[src/voice_ctrl_pkg.sv]
`default_nettype none

package voice_ctrl_pkg;

    localparam int unsigned NUM_BUTTONS = 4;        // talk, mute, effect, gate

    // bit positions in the button word
    localparam int unsigned BTN_TALK   = 0;
    localparam int unsigned BTN_MUTE   = 1;
    localparam int unsigned BTN_EFFECT = 2;
    localparam int unsigned BTN_GATE   = 3;

    localparam int unsigned DEBOUNCE_CYCLES = 16;   // short so sims stay quick
    localparam int unsigned DB_CNT_W = $clog2(DEBOUNCE_CYCLES);
    localparam logic [DB_CNT_W-1:0] DB_CNT_LAST = DB_CNT_W'(DEBOUNCE_CYCLES - 1);

    localparam int unsigned VOL_W = 4;              // volume register width
    localparam logic [VOL_W-1:0] VOL_MAX = 4'd15;   // saturation ceiling

    // live control state seen by the audio pipeline
    typedef struct packed {
        logic talk;                                 // follows held talk button
        logic mute;                                 // toggled by mute button
        logic effect;                               // hard clip enable
        logic noise_gate;                           // small sample squelch
    } voice_mode_t;

endpackage

`default_nettype wire

[src/voice_audio_pkg.sv]
`default_nettype none

package voice_audio_pkg;

    localparam int unsigned SAMPLE_W = 16;          // pcm sample width

    typedef logic signed [SAMPLE_W-1:0] sample_t;   // two's complement pcm

    // magnitudes under this are treated as noise when gating
    localparam sample_t GATE_THRESHOLD = 16'sd256;
    // clip level for the distortion effect, applied after gain
    localparam sample_t EFFECT_CLIP = 16'sd4096;

    localparam int unsigned VOL_SHIFT = 4;          // gain is volume / 16

    // one sample on the stream, no handshake
    typedef struct packed {
        logic    valid;                             // beat strobe
        sample_t sample;                            // payload
    } audio_beat_t;

endpackage

`default_nettype wire

[src/input_sync.sv]
`default_nettype none

module input_sync (
    input  wire logic                                   clk,
    input  wire logic                                   rst,
    input  wire logic [voice_ctrl_pkg::NUM_BUTTONS-1:0] pbs,       // raw buttons
    input  wire logic [1:0]                             vol,       // raw knob phases
    output logic      [voice_ctrl_pkg::NUM_BUTTONS-1:0] btn_db,    // debounced buttons
    output logic      [1:0]                             knob_sync  // synced knob
);

    logic [voice_ctrl_pkg::NUM_BUTTONS-1:0] pbs_meta;   // first sync stage
    logic [voice_ctrl_pkg::NUM_BUTTONS-1:0] pbs_sync;   // second sync stage
    logic [1:0]                             vol_meta;   // first knob stage

    // one settle counter per button
    logic [voice_ctrl_pkg::NUM_BUTTONS-1:0][voice_ctrl_pkg::DB_CNT_W-1:0] db_cnt;

    // two flop synchronizers on all six inputs
    always_ff @(posedge clk or posedge rst) begin
        if (rst) begin
            pbs_meta  <= '0;
            pbs_sync  <= '0;
            vol_meta  <= '0;
            knob_sync <= '0;
        end else begin
            pbs_meta  <= pbs;
            pbs_sync  <= pbs_meta;
            vol_meta  <= vol;
            knob_sync <= vol_meta;                  // decoded by volume_encoder
        end
    end

    // debounce, each button on its own
    // a bit flips only after the synced level has disagreed with it
    // on DEBOUNCE_CYCLES back to back edges
    always_ff @(posedge clk or posedge rst) begin
        if (rst) begin
            db_cnt <= '0;
            btn_db <= '0;
        end else begin
            for (int i = 0; i < voice_ctrl_pkg::NUM_BUTTONS; i++) begin
                if (pbs_sync[i] == btn_db[i]) begin
                    db_cnt[i] <= '0;                // agree, restart window
                end else if (db_cnt[i] == voice_ctrl_pkg::DB_CNT_LAST) begin
                    db_cnt[i] <= '0;
                    btn_db[i] <= pbs_sync[i];       // stable long enough
                end else begin
                    db_cnt[i] <= db_cnt[i] + 1'b1;  // still settling
                end
            end
        end
    end

endmodule

`default_nettype wire

[src/mode_toggle.sv]
`default_nettype none

module mode_toggle (
    input  wire logic                                   clk,
    input  wire logic                                   rst,
    input  wire logic [voice_ctrl_pkg::NUM_BUTTONS-1:0] btn_db,  // debounced buttons
    output voice_ctrl_pkg::voice_mode_t                 mode     // current control state
);

    logic [voice_ctrl_pkg::NUM_BUTTONS-1:0] btn_prev;   // last cycle's buttons
    logic [voice_ctrl_pkg::NUM_BUTTONS-1:0] btn_rise;   // press events

    assign btn_rise = btn_db & ~btn_prev;               // per bit, no priority

    always_ff @(posedge clk or posedge rst) begin
        if (rst) begin
            btn_prev <= '0;
        end else begin
            btn_prev <= btn_db;
        end
    end

    // toggles are independent so two presses in one cycle both land
    always_ff @(posedge clk or posedge rst) begin
        if (rst) begin
            mode <= '0;
        end else begin
            mode.talk <= btn_db[voice_ctrl_pkg::BTN_TALK];  // level, not latched
            if (btn_rise[voice_ctrl_pkg::BTN_MUTE]) begin
                mode.mute <= ~mode.mute;
            end
            if (btn_rise[voice_ctrl_pkg::BTN_EFFECT]) begin
                mode.effect <= ~mode.effect;
            end
            if (btn_rise[voice_ctrl_pkg::BTN_GATE]) begin
                mode.noise_gate <= ~mode.noise_gate;
            end
        end
    end

endmodule

`default_nettype wire

[src/volume_encoder.sv]
`default_nettype none

module volume_encoder (
    input  wire logic                             clk,
    input  wire logic                             rst,
    input  wire logic [1:0]                       knob_sync,  // synced quadrature pair
    output logic      [voice_ctrl_pkg::VOL_W-1:0] volume      // saturating level
);

    logic [1:0] knob_prev;      // phase seen last cycle
    logic       step_cw;        // one detent clockwise
    logic       step_acw;       // one detent anticlockwise

    always_ff @(posedge clk or posedge rst) begin
        if (rst) begin
            knob_prev <= '0;
        end else begin
            knob_prev <= knob_sync;
        end
    end

    // gray order 00 01 11 10 is clockwise, reverse is anticlockwise
    // a jump of both bits is ambiguous and ignored
    always_comb begin
        step_cw  = 1'b0;
        step_acw = 1'b0;
        case ({knob_prev, knob_sync})
            4'b00_01, 4'b01_11, 4'b11_10, 4'b10_00: step_cw  = 1'b1;
            4'b00_10, 4'b10_11, 4'b11_01, 4'b01_00: step_acw = 1'b1;
            default: ;                                  // idle or illegal jump
        endcase
    end

    always_ff @(posedge clk or posedge rst) begin
        if (rst) begin
            volume <= '0;
        end else if (step_cw && volume != voice_ctrl_pkg::VOL_MAX) begin
            volume <= volume + 1'b1;                    // stops at max
        end else if (step_acw && volume != '0) begin
            volume <= volume - 1'b1;                    // stops at zero
        end
    end

endmodule

`default_nettype wire

[src/audio_path.sv]
`default_nettype none

module audio_path (
    input  wire logic                             clk,
    input  wire logic                             rst,
    input  wire voice_audio_pkg::audio_beat_t     in_beat,   // incoming sample strobe
    input  wire voice_ctrl_pkg::voice_mode_t      mode,      // live controls
    input  wire logic [voice_ctrl_pkg::VOL_W-1:0] volume,    // live gain
    output voice_audio_pkg::audio_beat_t          out_beat   // result, two cycles later
);

    // stage 1, sample plus the controls it was captured with
    logic                             s1_valid;
    voice_audio_pkg::sample_t         s1_sample;
    voice_ctrl_pkg::voice_mode_t      s1_mode;
    logic [voice_ctrl_pkg::VOL_W-1:0] s1_volume;

    // stage 1 math
    voice_audio_pkg::sample_t gated;                        // after noise gate
    logic signed [voice_audio_pkg::SAMPLE_W+voice_ctrl_pkg::VOL_W:0] product;
    logic signed [voice_audio_pkg::SAMPLE_W+voice_ctrl_pkg::VOL_W:0] product_sh;
    voice_audio_pkg::sample_t scaled;                       // gain applied
    voice_audio_pkg::sample_t clipped;                      // effect applied
    voice_audio_pkg::sample_t final_sample;                 // after silencing

    // stage 2
    logic                     s2_valid;
    voice_audio_pkg::sample_t s2_sample;

    always_ff @(posedge clk or posedge rst) begin
        if (rst) begin
            s1_valid <= 1'b0;
            s2_valid <= 1'b0;
        end else begin
            s1_valid <= in_beat.valid;
            s2_valid <= s1_valid;
        end
    end

    // controls ride with the sample so later knob or button
    // changes leave samples already in flight alone
    always_ff @(posedge clk) begin
        if (in_beat.valid) begin
            s1_sample <= in_beat.sample;
            s1_mode   <= mode;
            s1_volume <= volume;
        end
    end

    always_comb begin
        // gate on |x| < threshold, written as a range so -32768 is safe
        if (s1_mode.noise_gate && s1_sample < voice_audio_pkg::GATE_THRESHOLD
                && s1_sample > -voice_audio_pkg::GATE_THRESHOLD) begin
            gated = '0;
        end else begin
            gated = s1_sample;
        end

        product    = gated * $signed({1'b0, s1_volume});   // volume is unsigned
        product_sh = product >>> voice_audio_pkg::VOL_SHIFT;  // floor divide by 16
        scaled     = product_sh[voice_audio_pkg::SAMPLE_W-1:0];  // 15/16 gain fits

        if (s1_mode.effect && scaled > voice_audio_pkg::EFFECT_CLIP) begin
            clipped = voice_audio_pkg::EFFECT_CLIP;         // hard clip top
        end else if (s1_mode.effect && scaled < -voice_audio_pkg::EFFECT_CLIP) begin
            clipped = -voice_audio_pkg::EFFECT_CLIP;        // hard clip bottom
        end else begin
            clipped = scaled;
        end

        // muted or talk released, stream keeps its timing but goes quiet
        final_sample = (s1_mode.mute || !s1_mode.talk) ? '0 : clipped;
    end

    always_ff @(posedge clk) begin
        if (s1_valid) begin
            s2_sample <= final_sample;
        end
    end

    assign out_beat.valid  = s2_valid;
    assign out_beat.sample = s2_sample;

endmodule

`default_nettype wire

[src/voice_ctrl_top.sv]
`default_nettype none

module voice_ctrl_top (
    input  wire logic                                   clk,
    input  wire logic                                   rst,
    input  wire logic [voice_ctrl_pkg::NUM_BUTTONS-1:0] pbs,       // talk mute effect gate
    input  wire logic [1:0]                             vol,       // quadrature knob
    input  wire voice_audio_pkg::audio_beat_t           in_beat,   // mic side samples
    output voice_ctrl_pkg::voice_mode_t                 mode,      // control state out
    output logic      [voice_ctrl_pkg::VOL_W-1:0]       volume,    // current level
    output voice_audio_pkg::audio_beat_t                out_beat   // speaker side samples
);

    logic [voice_ctrl_pkg::NUM_BUTTONS-1:0] btn_db;     // clean button levels
    logic [1:0]                             knob_sync;  // synced knob phases

    input_sync u_input_sync (
        .clk       (clk),
        .rst       (rst),
        .pbs       (pbs),
        .vol       (vol),
        .btn_db    (btn_db),
        .knob_sync (knob_sync)
    );

    mode_toggle u_mode_toggle (
        .clk    (clk),
        .rst    (rst),
        .btn_db (btn_db),
        .mode   (mode)
    );

    volume_encoder u_volume_encoder (
        .clk       (clk),
        .rst       (rst),
        .knob_sync (knob_sync),
        .volume    (volume)
    );

    // mode and volume fan out to both the pipeline and the ports
    audio_path u_audio_path (
        .clk      (clk),
        .rst      (rst),
        .in_beat  (in_beat),
        .mode     (mode),
        .volume   (volume),
        .out_beat (out_beat)
    );

endmodule

`default_nettype wire

[config.mk]
export PLATFORM = sky130hd
export DESIGN_NAME = voice_ctrl_top
export DESIGN_NICKNAME = d
export VERILOG_FILES = /design/src/voice_ctrl_pkg.sv /design/src/voice_audio_pkg.sv /design/src/input_sync.sv /design/src/mode_toggle.sv /design/src/volume_encoder.sv /design/src/audio_path.sv /design/src/voice_ctrl_top.sv
export SDC_FILE = /design/constraint.sdc
export NUM_CORES = 1
export LEC_CHECK = 0
export BUFFER_PORTS_ARGS = -buffer_cell sky130_fd_sc_hd__buf_4
export CAP_MARGIN = 20
export CORE_MARGIN = 10
export CORE_UTILIZATION = 55
export CTS_BUF_LIST = sky130_fd_sc_hd__clkbuf_4 sky130_fd_sc_hd__clkbuf_8 sky130_fd_sc_hd__clkbuf_16
export CTS_CLUSTER_DIAMETER = 80
export DETAILED_ROUTE_END_ITERATION = 8
export GPL_ROUTABILITY_DRIVEN = 0
export PLACE_DENSITY = 0.74
export RECOVER_POWER = 100
export SLEW_MARGIN = 15
export SYNTH_ARGS = -nofsm -noshare
export SYNTH_HDL_FRONTEND = slang
export SYNTH_SLANG_ARGS = --single-unit
export TNS_END_PERCENT = 10
[constraint.sdc]
create_clock -name clk -period 10 [get_ports clk]
set_clock_uncertainty 0.2 [all_clocks]
set_input_delay 0 -clock clk [delete_from_list [all_inputs] [get_ports clk]]
set_output_delay 0 -clock clk [all_outputs]
set_load 0.03 [all_outputs]
; Yosys cells after proc, flatten, opt, wreduce, memory -nomap -nowiden
; Cells that the tools add are included.
; W data, S select, Z words.
[totals]
regBits = 88
in_bits = 25
out_inout_bits = 25
word_cells = 100
[classes]
eq_ne = 17
add_sub_neg = 6
reduce_logical = 18
mul = 1
bitwise_logic = 9
magnitude_cmp = 4
mux = 15
[ops]
columns = cell, count
row1 = $mux W4, 10
row2 = $eq A4 B4 Y1 const B, 8
row3 = $mux W16, 2
row4 = $add A4 B1 Y4 const B, 5
row5 = $mul A16 B5 Y20, 1
row6 = $gt A16 B14 Y1 const B, 1
row7 = $gt A16 B9 Y1 const B, 1
row8 = $lt A16 B10 Y1 const B, 1
row9 = $lt A16 B13 Y1 const B, 1
row10 = $mux W13, 1
row11 = $eq A4 B3 Y1 const B, 2
row12 = $reduce_and A2 Y1, 4
row13 = $reduce_or A4 Y1, 2
row14 = $not A1 Y1, 7
row15 = $logic_and A1 B1 Y1, 6
row16 = $and A4 B4 Y4, 1
row17 = $eq A1 B1 Y1, 4
row18 = $eq A4 B1 Y1 const B, 1
row19 = $eq A4 B2 Y1 const B, 1
row20 = $ne A4 B4 Y1 const B, 1
row21 = $not A4 Y4, 1
row22 = $reduce_bool A4 Y1, 1
row23 = $sub A4 B1 Y4 const B, 1
row24 = $reduce_or A3 Y1, 1
row25 = 5 further kinds, 6

; Depth between registers and ports, before layout
; Gate-level depths: netlist of the first run.
[logic_depth]
word_depth = 9
mapped_depth = 24
mapped_depth_nobuf = 22

; Modules after synthesis
; A second synthesis of the first run with hierarchy kept.
[unflattened]
cells_unflattened = 575
hier_area_um2 = 6149.6
[modules_own_cells]
columns = mod, area_per_inst_um2, cells_each, seq_area_each_um2, instances
row1 = audio_path, 4330.4, 450, 1251.2, 1
row2 = input_sync, 1198.6, 85, 800.8, 1
row3 = volume_encoder, 344.1, 25, 150.1, 1
row4 = mode_toggle, 276.5, 15, 175.2, 1

; Worst setup path before layout of the first run
; No wires, ideal clock.
[synth_timing]
path_kind = reg-to-reg
from = reg u_audio_path.s1_sample[13]
to = reg u_audio_path.s2_sample[3], data pin
t_required_ps = 9536
arrival_time_ps = 5569
synth_period_minus_slack_ps = 6033
setup_slack_ps = 3967
setup_ps = 264
stages_incl_launch_ff = 23
n_path_buf = 2
path_cell_list = edfxtp_1 -> or4b_4 -> o21a_1 -> nor2_1 -> nor2b_1 -> clkbuf_1 -> and2_1 -> ha_1 -> fa_1 -> inv_1 -> fa_1 -> inv_1 -> ha_1 -> nand2_1 -> o21ai_1 -> o41ai_1 -> o41ai_1 -> a221oi_2 -> xnor2_1 -> a311o_1 -> o211ai_2 -> buf_6 -> nor3_1
[synth_via]
elab_chain_len = 8
word_cells_on_any_way = 11
cone_classes = 1 x mul / 4 x order compare / 1 x mux / 5 x reduce/logical
[synth_rtl]
columns = element, line_no
row1 = "start, declared", audio_path.sv:14  ; voice_audio_pkg::sample_t s1_sample;
row2 = "start signal, assigned", audio_path.sv:44  ; s1_sample <= in_beat.sample;
row3 = $lt A16 B10 Y1, audio_path.sv:52  ; if (s1_mode.noise_gate && s1_sample < voice_audio_pkg::GATE_THRESHOLD
row4 = $logic_and A1 B1 Y1, audio_path.sv:52
row5 = $logic_and A1 B1 Y1, audio_path.sv:53  ; && s1_sample > -voice_audio_pkg::GATE_THRESHOLD) begin
row6 = $mux W16 (*), audio_path.sv:52
row7 = $mul A16 B5 Y20 (*), audio_path.sv:59  ; product = gated * $signed({1'b0, s1_volume});
row8 = $lt A16 B13 Y1 / $gt A16 B14 Y1 (equally long branches), "audio_path.sv:65, audio_path.sv:63"
row9 = $logic_and A1 B1 Y1 (on tied branches), "audio_path.sv:65, audio_path.sv:63"
row10 = $reduce_or A3 Y1 (no source line), -
row11 = "end signal, assigned", audio_path.sv:77  ; s2_sample <= final_sample;
row12 = "end, declared", audio_path.sv:28  ; voice_audio_pkg::sample_t s2_sample;
; Every way passes the cells marked *; elsewhere a longest branch is shown, timed or not.
; A chain may end at the register's enable or synchronous reset.

; Final worst setup path of the first run
[layout_timing]
from = reg u_audio_path.s1_sample[5]
to = reg u_audio_path.s2_sample[3], data pin
; The elaborated chain is that of the path after synthesis.

==> results.md, run 1 <==
* Max frequency at between 0.1 and 0.15 GHz
* Setup crit end kind: register
* Diode count at 0
* M2 GR Usage at 0.272
* Max Cap Viol at 1
* Min Tclk post-route at between 7000 and 8000 ps
* Yosys warns at 0
* Post-synth EDFFs at 40
* Min-delay src: pbs[2]
* Slew Viols, Final at 48
* GRT Overall Usage at 0.163
* Final #Nets at between 700 and 800
* Required @ worst endpoint at between 9000 and 10000 ps
* Setup TNS Final at 0 ps
* GRT busiest layer: met2
* Status: finished with violations
* Synth Instances at approximately 580
* Tcrit/Tclk final at 0.743
* Clock root buffer: clkbuf_8
* CTS resizes at 0
* Setup Buffers After CTS at 0
* Fillcell total at a little under 900
* Most frequent CP cell: o21ai_0
* Top post-synthesis cells by count: inv_1, and2_1, dfrtp_1
* Max incr delay on CP at 730 ps
* DRT antenna net count at 0
* Vias per cell at roughly 5.7
* Crit Path Class: register to register
* H-tree depth at 3
* DRC Markers at 0
* Hpwl dp at a little under 10000 µm
* Die width at 125 µm
* Clock sink total at 87
* Clock transition at the registers of the reported paths at approximately 90 ps
* Core Box Area at about 11000 µm²
* Count leader, synth: inv_1
* Synthesized area per cell at around 10 µm²
* Largest net degree at the start of global routing at 48
* Largest fanout on the critical path at 16
* # setup viols final at 0
* Reg2Reg Setup Slack at between 2000 and 3000 ps
* Hold path depth at 2
* RSZ-0062 raised after global routing: false
* Worst Tran Pin Value at ~1700 ps
* Vias in the first global route at between 4000 and 5000
* # hold bufs at CTS at 24
* M3 GR Usage at 0.0315
* Antenna violations before repair at 0
* Worst path top cell family by delay: compound AO/OA/AOI/OAI gates
* Final Hold Viols at 0
* Register area share after synthesis at 0.393
* First-pass GRT wire length at 21700 µm
* Number of distinct library cells after synthesis at 70
* Worst skew pair latency at between 300 and 400 ps
* Starting Density at 0.561
* Worst Hold End: u_input_sync.pbs_meta[2]$_DFF_PP0_
* Clk buf depth at 2
* Async S/R FF share, synth at 0.540
* Yosys reg bits at between 80 and 90
* Area growth syn-to-layout at 13.8%
* Relative slew slack at -0.109
* Critical Path Slowest Stage Cell: nor2b_1
* Area leader, netlist: edfxtp_1
* Worst-path cell chain: nor4_1, nand2_1, a21boi_0, nor2_1, nor2b_1, and2_1, ha_1, fa_1, inv_1, fa_1, inv_1, ha_1, a21o_1, a2111oi_0, o21ai_0, o21ai_0, o21ai_0, xor2_1, nor4_4, o211ai_1, nor3_1
* Drt initial violations at roughly 220
* Grt total ovfl at 0
* DR vias at 4505
* Critical Path AT at between 7000 and 8000 ps
* Worst hold slack at between 100 and 150 ps
* Area contributors post-synth: edfxtp_1, dfrtp_1, fa_1, ha_1, and2_1
* Total CTS buffers at 9
* Worst hold path class: primary input to register
* Peak VDD IR at ~0.14 mV
* Crit Reg-Reg Startpoint: u_audio_path.s1_sample[5]$_DFFE_PP_
* Reg2Reg Depth at 21
* Top FF cell, synth: dfrtp_1
* IO Pins at 50
* PortBufs at a little under 50
* Syn_nets at 680
* Yosys top cell area share at 0.198
* Total die area at about 16000 µm²
* Chip height at 125 µm
* Layout cells sized above 1 at 0.0869
* Startpoint Class: register
* P_leak at a little over 0.003 µW
* Routed wire per std cell at ~16 µm
* Pre-Repair DR Iteration Count at 5
* DRT Wirelength at about 12000 µm
* Critical path buffers and inverters at 2
* Failing checks: capacitance limit, slew limit
* Reg-to-reg endpoint: u_audio_path.s2_sample[3]$_SDFFCE_PP0P_
* Mapped Area at just over 6000 µm²
* CTS tree: done
* Global Route met1 Usage at 0.205
* Power per Cell Area at 289 nW/µm²
* Site Rows at 38
through the flow:
| step | cell area, µm² | worst slack [ps] | util | std cells | power, µW |
|---|---|---|---|---|---|
| 6_report | 6890 | 2570 | 0.638 | 796 | 1990 |
| 5_1_grt | 6890 | 1830 | 0.638 | 796 | 2180 |
| 4_1_cts | 7010 | 2840 | 0.649 | 796 | 2020 |
| 3_5_place_dp | 6520 | 2870 | 0.604 | 756 | 1720 |
| 3_3_place_gp | 6520 | 3100 | 0.604 | 756 | 1680 |
| 2_1_floorplan | 6050 | 3970 | - | 582 | 1440 |
cells in the final DEF (no fill, tap or decap), types with 3 or more instances in the layout:
cell | Yosys | routed
a2111oi_0 | 3 | 3
a211oi_1 | 4 | 4
a21boi_0 | 3 | 3
a21o_1 | 9 | 9
a21oi_1 | 25 | 25
a311oi_1 | 6 | 6
a31oi_1 | 3 | 4
and2_1 | 47 | 46
and3_1 | 4 | 4
clkbuf_1 | 10 | 26
clkbuf_4 | 0 | 24
clkbuf_8 | 0 | 9
dfrtp_1 | 47 | 47
dlygate4sd3_1 | 0 | 24
edfxtp_1 | 40 | 40
fa_1 | 32 | 32
ha_1 | 41 | 41
inv_1 | 69 | 69
mux2_2 | 5 | 5
nand2_1 | 41 | 41
nand2b_1 | 7 | 7
nand3_1 | 9 | 9
nand4_1 | 6 | 6
nand4b_1 | 4 | 4
nor2_1 | 32 | 32
nor2b_1 | 9 | 9
nor3_1 | 11 | 11
nor4_1 | 5 | 5
o21a_1 | 3 | 3
o21ai_0 | 21 | 22
o21bai_1 | 5 | 5
xnor2_1 | 19 | 19
xor2_1 | 9 | 9
state kept, by name (all words and copies together), names as in the netlist:
signal and count:
u_audio_path.s1_mode 4, u_audio_path.s1_sample 16, u_audio_path.s1_valid 1, u_audio_path.s1_volume 4, u_audio_path.s2_sample 16, u_audio_path.s2_valid 1
u_input_sync.btn_db 4, u_input_sync.db_cnt 16, u_input_sync.knob_sync 2, u_input_sync.pbs_meta 4, u_input_sync.pbs_sync 4, u_input_sync.vol_meta 2
u_mode_toggle.btn_prev 4, u_mode_toggle.mode 3, u_volume_encoder.knob_prev 2, u_volume_encoder.volume 4
logic make-up after synthesis:
kind of cell	after synthesis	synth area share
compound gates	115	0.139
xor+xnor	28	0.0405
fa+ha+maj	73	0.191
buf+inv	84	0.0550
flops	87	0.393
mux	6	0.0110
simple gates	189	0.171
where the power goes:
part           internal (µW)  leakage [µW]  total (µW)  switching (µW)
sequential               431       0.00100         469            38.2
clock                    162      0.000125         292             130
combinational            463       0.00192        1230             768
total                   1060       0.00305        1990             936
cell type report:
| type | count | area [µm²] | share of cell area |
|---|---|---|---|
| Clock buffer | 11 | 156 | 0.0227 |
| Clock inverter | 5 | 86.3 | 0.0125 |
| Inverter | 69 | 259 | 0.0376 |
| Multi-Input combinational cell | 411 | 3320 | 0.483 |
| Sequential cell | 87 | 2380 | 0.345 |
| Tap cell | 140 | 175 | 0.0254 |
| Timing Repair Buffer | 73 | 510 | 0.0741 |
worst reg2reg max path, cell delays in order (launching register included):
cell,delay (ps)
edfxtp_1,460
nor4_1,360
nand2_1,190
a21boi_0,410
nor2_1,170
nor2b_1,730
and2_1,250
ha_1,260
fa_1,540
inv_1,50
fa_1,520
inv_1,40
ha_1,390
a21o_1,280
a2111oi_0,400
o21ai_0,240
o21ai_0,320
o21ai_0,200
xor2_1,310
nor4_4,90
o211ai_1,630
nor3_1,120
how the worst max path moves through the flow:
stage	slack, ps	cells past startpoint	startpoint	to
final	2570	21	u_audio_path.s1_sample[5]$_DFFE_PP_	u_audio_path.s2_sample[3]$_SDFFCE_PP0P_
after global routing	1830	21	u_audio_path.s1_sample[6]$_DFFE_PP_	u_audio_path.s2_sample[3]$_SDFFCE_PP0P_
after CTS	2840	21	u_audio_path.s1_sample[4]$_DFFE_PP_	u_audio_path.s2_sample[3]$_SDFFCE_PP0P_
after detailed placement	2870	21	u_audio_path.s1_sample[6]$_DFFE_PP_	u_audio_path.s2_sample[3]$_SDFFCE_PP0P_
after global placement	3100	21	u_audio_path.s1_sample[6]$_DFFE_PP_	u_audio_path.s2_sample[1]$_SDFFCE_PP0P_
after floorplan	3970	22	u_audio_path.s1_sample[13]$_DFFE_PP_	u_audio_path.s2_sample[3]$_SDFFCE_PP0P_
routing by layer:
metal,vias to the layer above,part of all wire
met1,2170,0.46
li1,2177,-
met2,131,0.47
met5,-,0
met3,27,0.045
met4,0,0.025
No activity file was read; power rests on OpenSTA's default activity.
==> inputs of run 2 (changes only) <==
--- a/config.mk
+++ b/config.mk
@@ -13,7 +13,7 @@
 export CTS_CLUSTER_DIAMETER = 80
 export DETAILED_ROUTE_END_ITERATION = 8
 export GPL_ROUTABILITY_DRIVEN = 0
-export PLACE_DENSITY = 0.74
+export PLACE_DENSITY = 0.77
 export RECOVER_POWER = 100
 export SLEW_MARGIN = 15
 export SYNTH_ARGS = -nofsm -noshare
==> constraint.sdc (replaced) <==
create_clock -name clk -period 6.73 [get_ports clk]
set_clock_uncertainty 0.2 [all_clocks]
set_input_delay 0 -clock clk [delete_from_list [all_inputs] [get_ports clk]]
set_output_delay 0 -clock clk [all_outputs]
set_load 0.03 [all_outputs]
==> run 2 against run 1 <==
  * The run still ends with capacitance limit, slew limit left
  * Wire length up 4.2%
  * Hold slack worse by 8.2 ps
  * Global-route usage grew 0.20 points
  * Critical path depth down 1
  * Utilization increased by 2.2 points
  * Combinational power grew 61%
  * Sequential share of layout area shrank 1.1 points
  * Final cell count up 2.1%
  * Via count up 3.4%
  * Critical endpoint is now u_audio_path.s2_sample[0]$_SDFFCE_PP0P_
  * Largest power group unchanged
==> results.md, run 2 (synthesis results as in run 1) <==
* Crit Path Class: register to register
* P_leak at 0.00314 µW (+3.0%)
* Fillcell total at 841 (-4.1%)
* Diode count at 0 (unchanged)
* DRC Markers at 0 (unchanged)
* Clk pwr share at 0.141 (-0.006)
* # setup viols final at 0 (unchanged)
* Multi-input logic area at 3440 µm² (+3.4%)
* Worst hold path class: primary input to register
* Setup WS post-layout at 222 ps (-2350 ps)
* Total CTS buffers at 9 (unchanged)
* Pre-Repair DR Iteration Count at 5 (unchanged)
* DRT antenna net count at 0 (unchanged)
* Min Tclk post-route at 6510 ps (-920 ps)
* Sw power at 1470 µW (+57%)
* H-tree depth at 3 (unchanged)
* Vias in the first global route at 4673 (+0.41%)
* Routed wire per std cell at 15.9 µm (+2.0%)
* Core Box Area at 10800 µm² (unchanged)
* Hpwl dp at 9900 µm (+2.3%)
* Max frequency at 0.154 GHz (+14%)
* CTS tree: done
* FF+latch area at 2380 µm² (unchanged)
* Tcrit/Tclk final at 0.967 (+0.224)
* DRT Wirelength at 12900 µm (+4.2%)
* Setup TNS Final at 0 ps (unchanged)
* Placed Instance Area at 6610 µm² (+1.3%)
* Worst slack, placed at -230 ps (-3100 ps)
* PortBufs at 49 (unchanged)
* Combinational group share of total power at 0.636 (+0.018)
* Layout cells sized above 1 at 0.135 (+0.0483)
* Sequential share of power at 0.223 (-0.012)
* DR vias at 4656 (+3.4%)
* Antenna violations before repair at 0 (unchanged)
* Switching Fraction at 0.471 (+0.000628)
* Area growth syn-to-layout at 17.6%
* Worst Tran Pin Value at 1720 ps (+56.1 ps)
* Peak VDD IR at 0.207 mV (+46%)
* Clk buf depth at 2 (unchanged)
* Largest regs: u_audio_path.s1_sample: 16 flops, u_audio_path.s2_sample: 16 flops, u_input_sync.db_cnt: 16 flops
* Site Rows at 38 (unchanged)
* Clock root buffer: clkbuf_8
* Status: finished with violations
* Power per Cell Area at 438 nW/µm² (+51%)
* Largest fanout on the critical path at 8 (-8)
* Fin area at 7120 µm² (+3.4%)
* Clock transition at the registers of the reported paths at 100 ps (about the same)
* First-pass GRT wire length at 22100 µm (+1.5%)
* Final Util at 0.660 (+0.0217)
* Reg2Reg Setup Slack at 220 ps (-2350 ps)
* Final #Nets at 766 (+2.3%)
* Final Hold Viols at 0 (unchanged)
* Startpoint Class: register
* Slew Viols, Final at 48 (unchanged)
* Grt total ovfl at 0 (unchanged)
* Most common cell after layout, fill and taps aside: inv_1
* Max Cap Viol at 1 (unchanged)
* Tot Pwr at 3120 µW (+57%)
* Chip height at 125 µm (unchanged)
* Vias per cell at 5.73 (+1.2%)
* Largest net degree at the start of global routing at 48 (unchanged)
* Die width at 125 µm (unchanged)
* Setup crit end kind: register
* Starting Density at 0.561 (unchanged)
* IO Pins at 50 (unchanged)
* Worst skew pair latency at 360 ps (about the same)
* Critical Path AT at 6430 ps (-880 ps)
* Failing checks: capacitance limit, slew limit
* Clock sink total at 87 (unchanged)
* Power Internal at 1650 µW (+56%)
* Total die area at 15600 µm² (unchanged)
* GRT Overall Usage at 0.165 (+0.00203)
* Required @ worst endpoint at 6650 ps (-3230 ps)
* Commonest non-fill, non-tap cells in the layout: inv_1, and2_1, dfrtp_1, nand2_1, edfxtp_1
* Relative slew slack at -0.146 (-0.0374)
* Drt initial violations at 318 (+43%)
-- run 2: cell count changes in the layout (fill, tap and decap cells not counted), moves of 3 or more --
cell,before,now
buf_4,0,16
o21ai_0,22,17
o21ai_1,0,4
ha_1,41,38
ha_2,0,3
-- run 2: path summary, 6_finish.rpt --
check,from,endpoint,cells after the start
setup / recovery,u_audio_path.s1_sample[13]$_DFFE_PP_,u_audio_path.s2_sample[0]$_SDFFCE_PP0P_,20
hold / removal,pbs[0],u_input_sync.pbs_meta[0]$_DFF_PP0_,2
setup reg to reg,u_audio_path.s1_sample[13]$_DFFE_PP_,u_audio_path.s2_sample[0]$_SDFFCE_PP0P_,20
hold reg to reg,u_input_sync.pbs_meta[2]$_DFF_PP0_,u_input_sync.pbs_sync[2]$_DFF_PP0_,0
max in group asynchronous,rst,u_mode_toggle.mode[0]$_DFFE_PP0P_,3
min in group asynchronous,rst,u_input_sync.db_cnt[3]$_DFF_PP0_,3
-- run 2: power groups by stage --
stage / Sequential (µW) / Clock, µW / Combinational, µW
final: 696 / 438 / 1980
after global routing: 708 / 466 / 2210
after CTS: 696 / 445 / 1910
after detailed placement: 707 / 0 / 1880
after global placement: 704 / 0 / 1830
after floorplan: 770 / 0 / 1370
-- run 2: layer usage --
layer  routed length, µm  vias to the layer above  global-route usage
met4                 253                        0              0.0528
met5                   0                        -                   0
met1                5760                     2278               0.208
met2                6190                      140               0.272
met3                 710                       24              0.0421
li1                    -                     2214                   -
-- run 2: critical path, stage by stage (launching register included) --
cell      delay, ps
edfxtp_1        490
or4b_4          620
o21a_2          300
nor2_4          180
nor2b_1          90
buf_4           160
and2_1          160
ha_1            320
fa_1            530
inv_1            60
fa_1            530
inv_1            40
ha_1            420
o211ai_1        130
o21bai_1        400
o21ai_1         260
a211o_1         330
a21oi_1         270
o21ai_0         340
o211ai_2        360
nor2_1           80
-- run 2: what timing repair did --
| action | in CTS | in global routing |
|---|---|---|
| hold buffers | 24 | 0 |
| endpoints found under the hold margin | 94 | 0 |
| setup endpoints to repair | 11 | 15 |
| setup buffers | 0 | 5 |
| gates resized for setup | 3 | 22 |
| pin swaps | 0 | 3 |
| cloned | 0 | 1 |
-- run 2: layout make-up --
| type | instances | share of cell area |
|---|---|---|
| Sequential cell | 87 | 0.334 |
| Inverter | 69 | 0.0364 |
| Clock buffer | 10 | 0.0209 |
| Tap cell | 140 | 0.0246 |
| Multi-Input combinational cell | 412 | 0.483 |
| Clock inverter | 6 | 0.0133 |
| Timing Repair Buffer | 89 | 0.0885 |
-- run 2: metrics by stage --
stage / hold WS [ps] / instances
2_1_floorplan: -169 / 582
3_3_place_gp: -90.6 / 767
3_5_place_dp: -89.4 / 767
4_1_cts: 63.4 / 807
5_1_grt: 82.0 / 813
6_report: 103 / 813
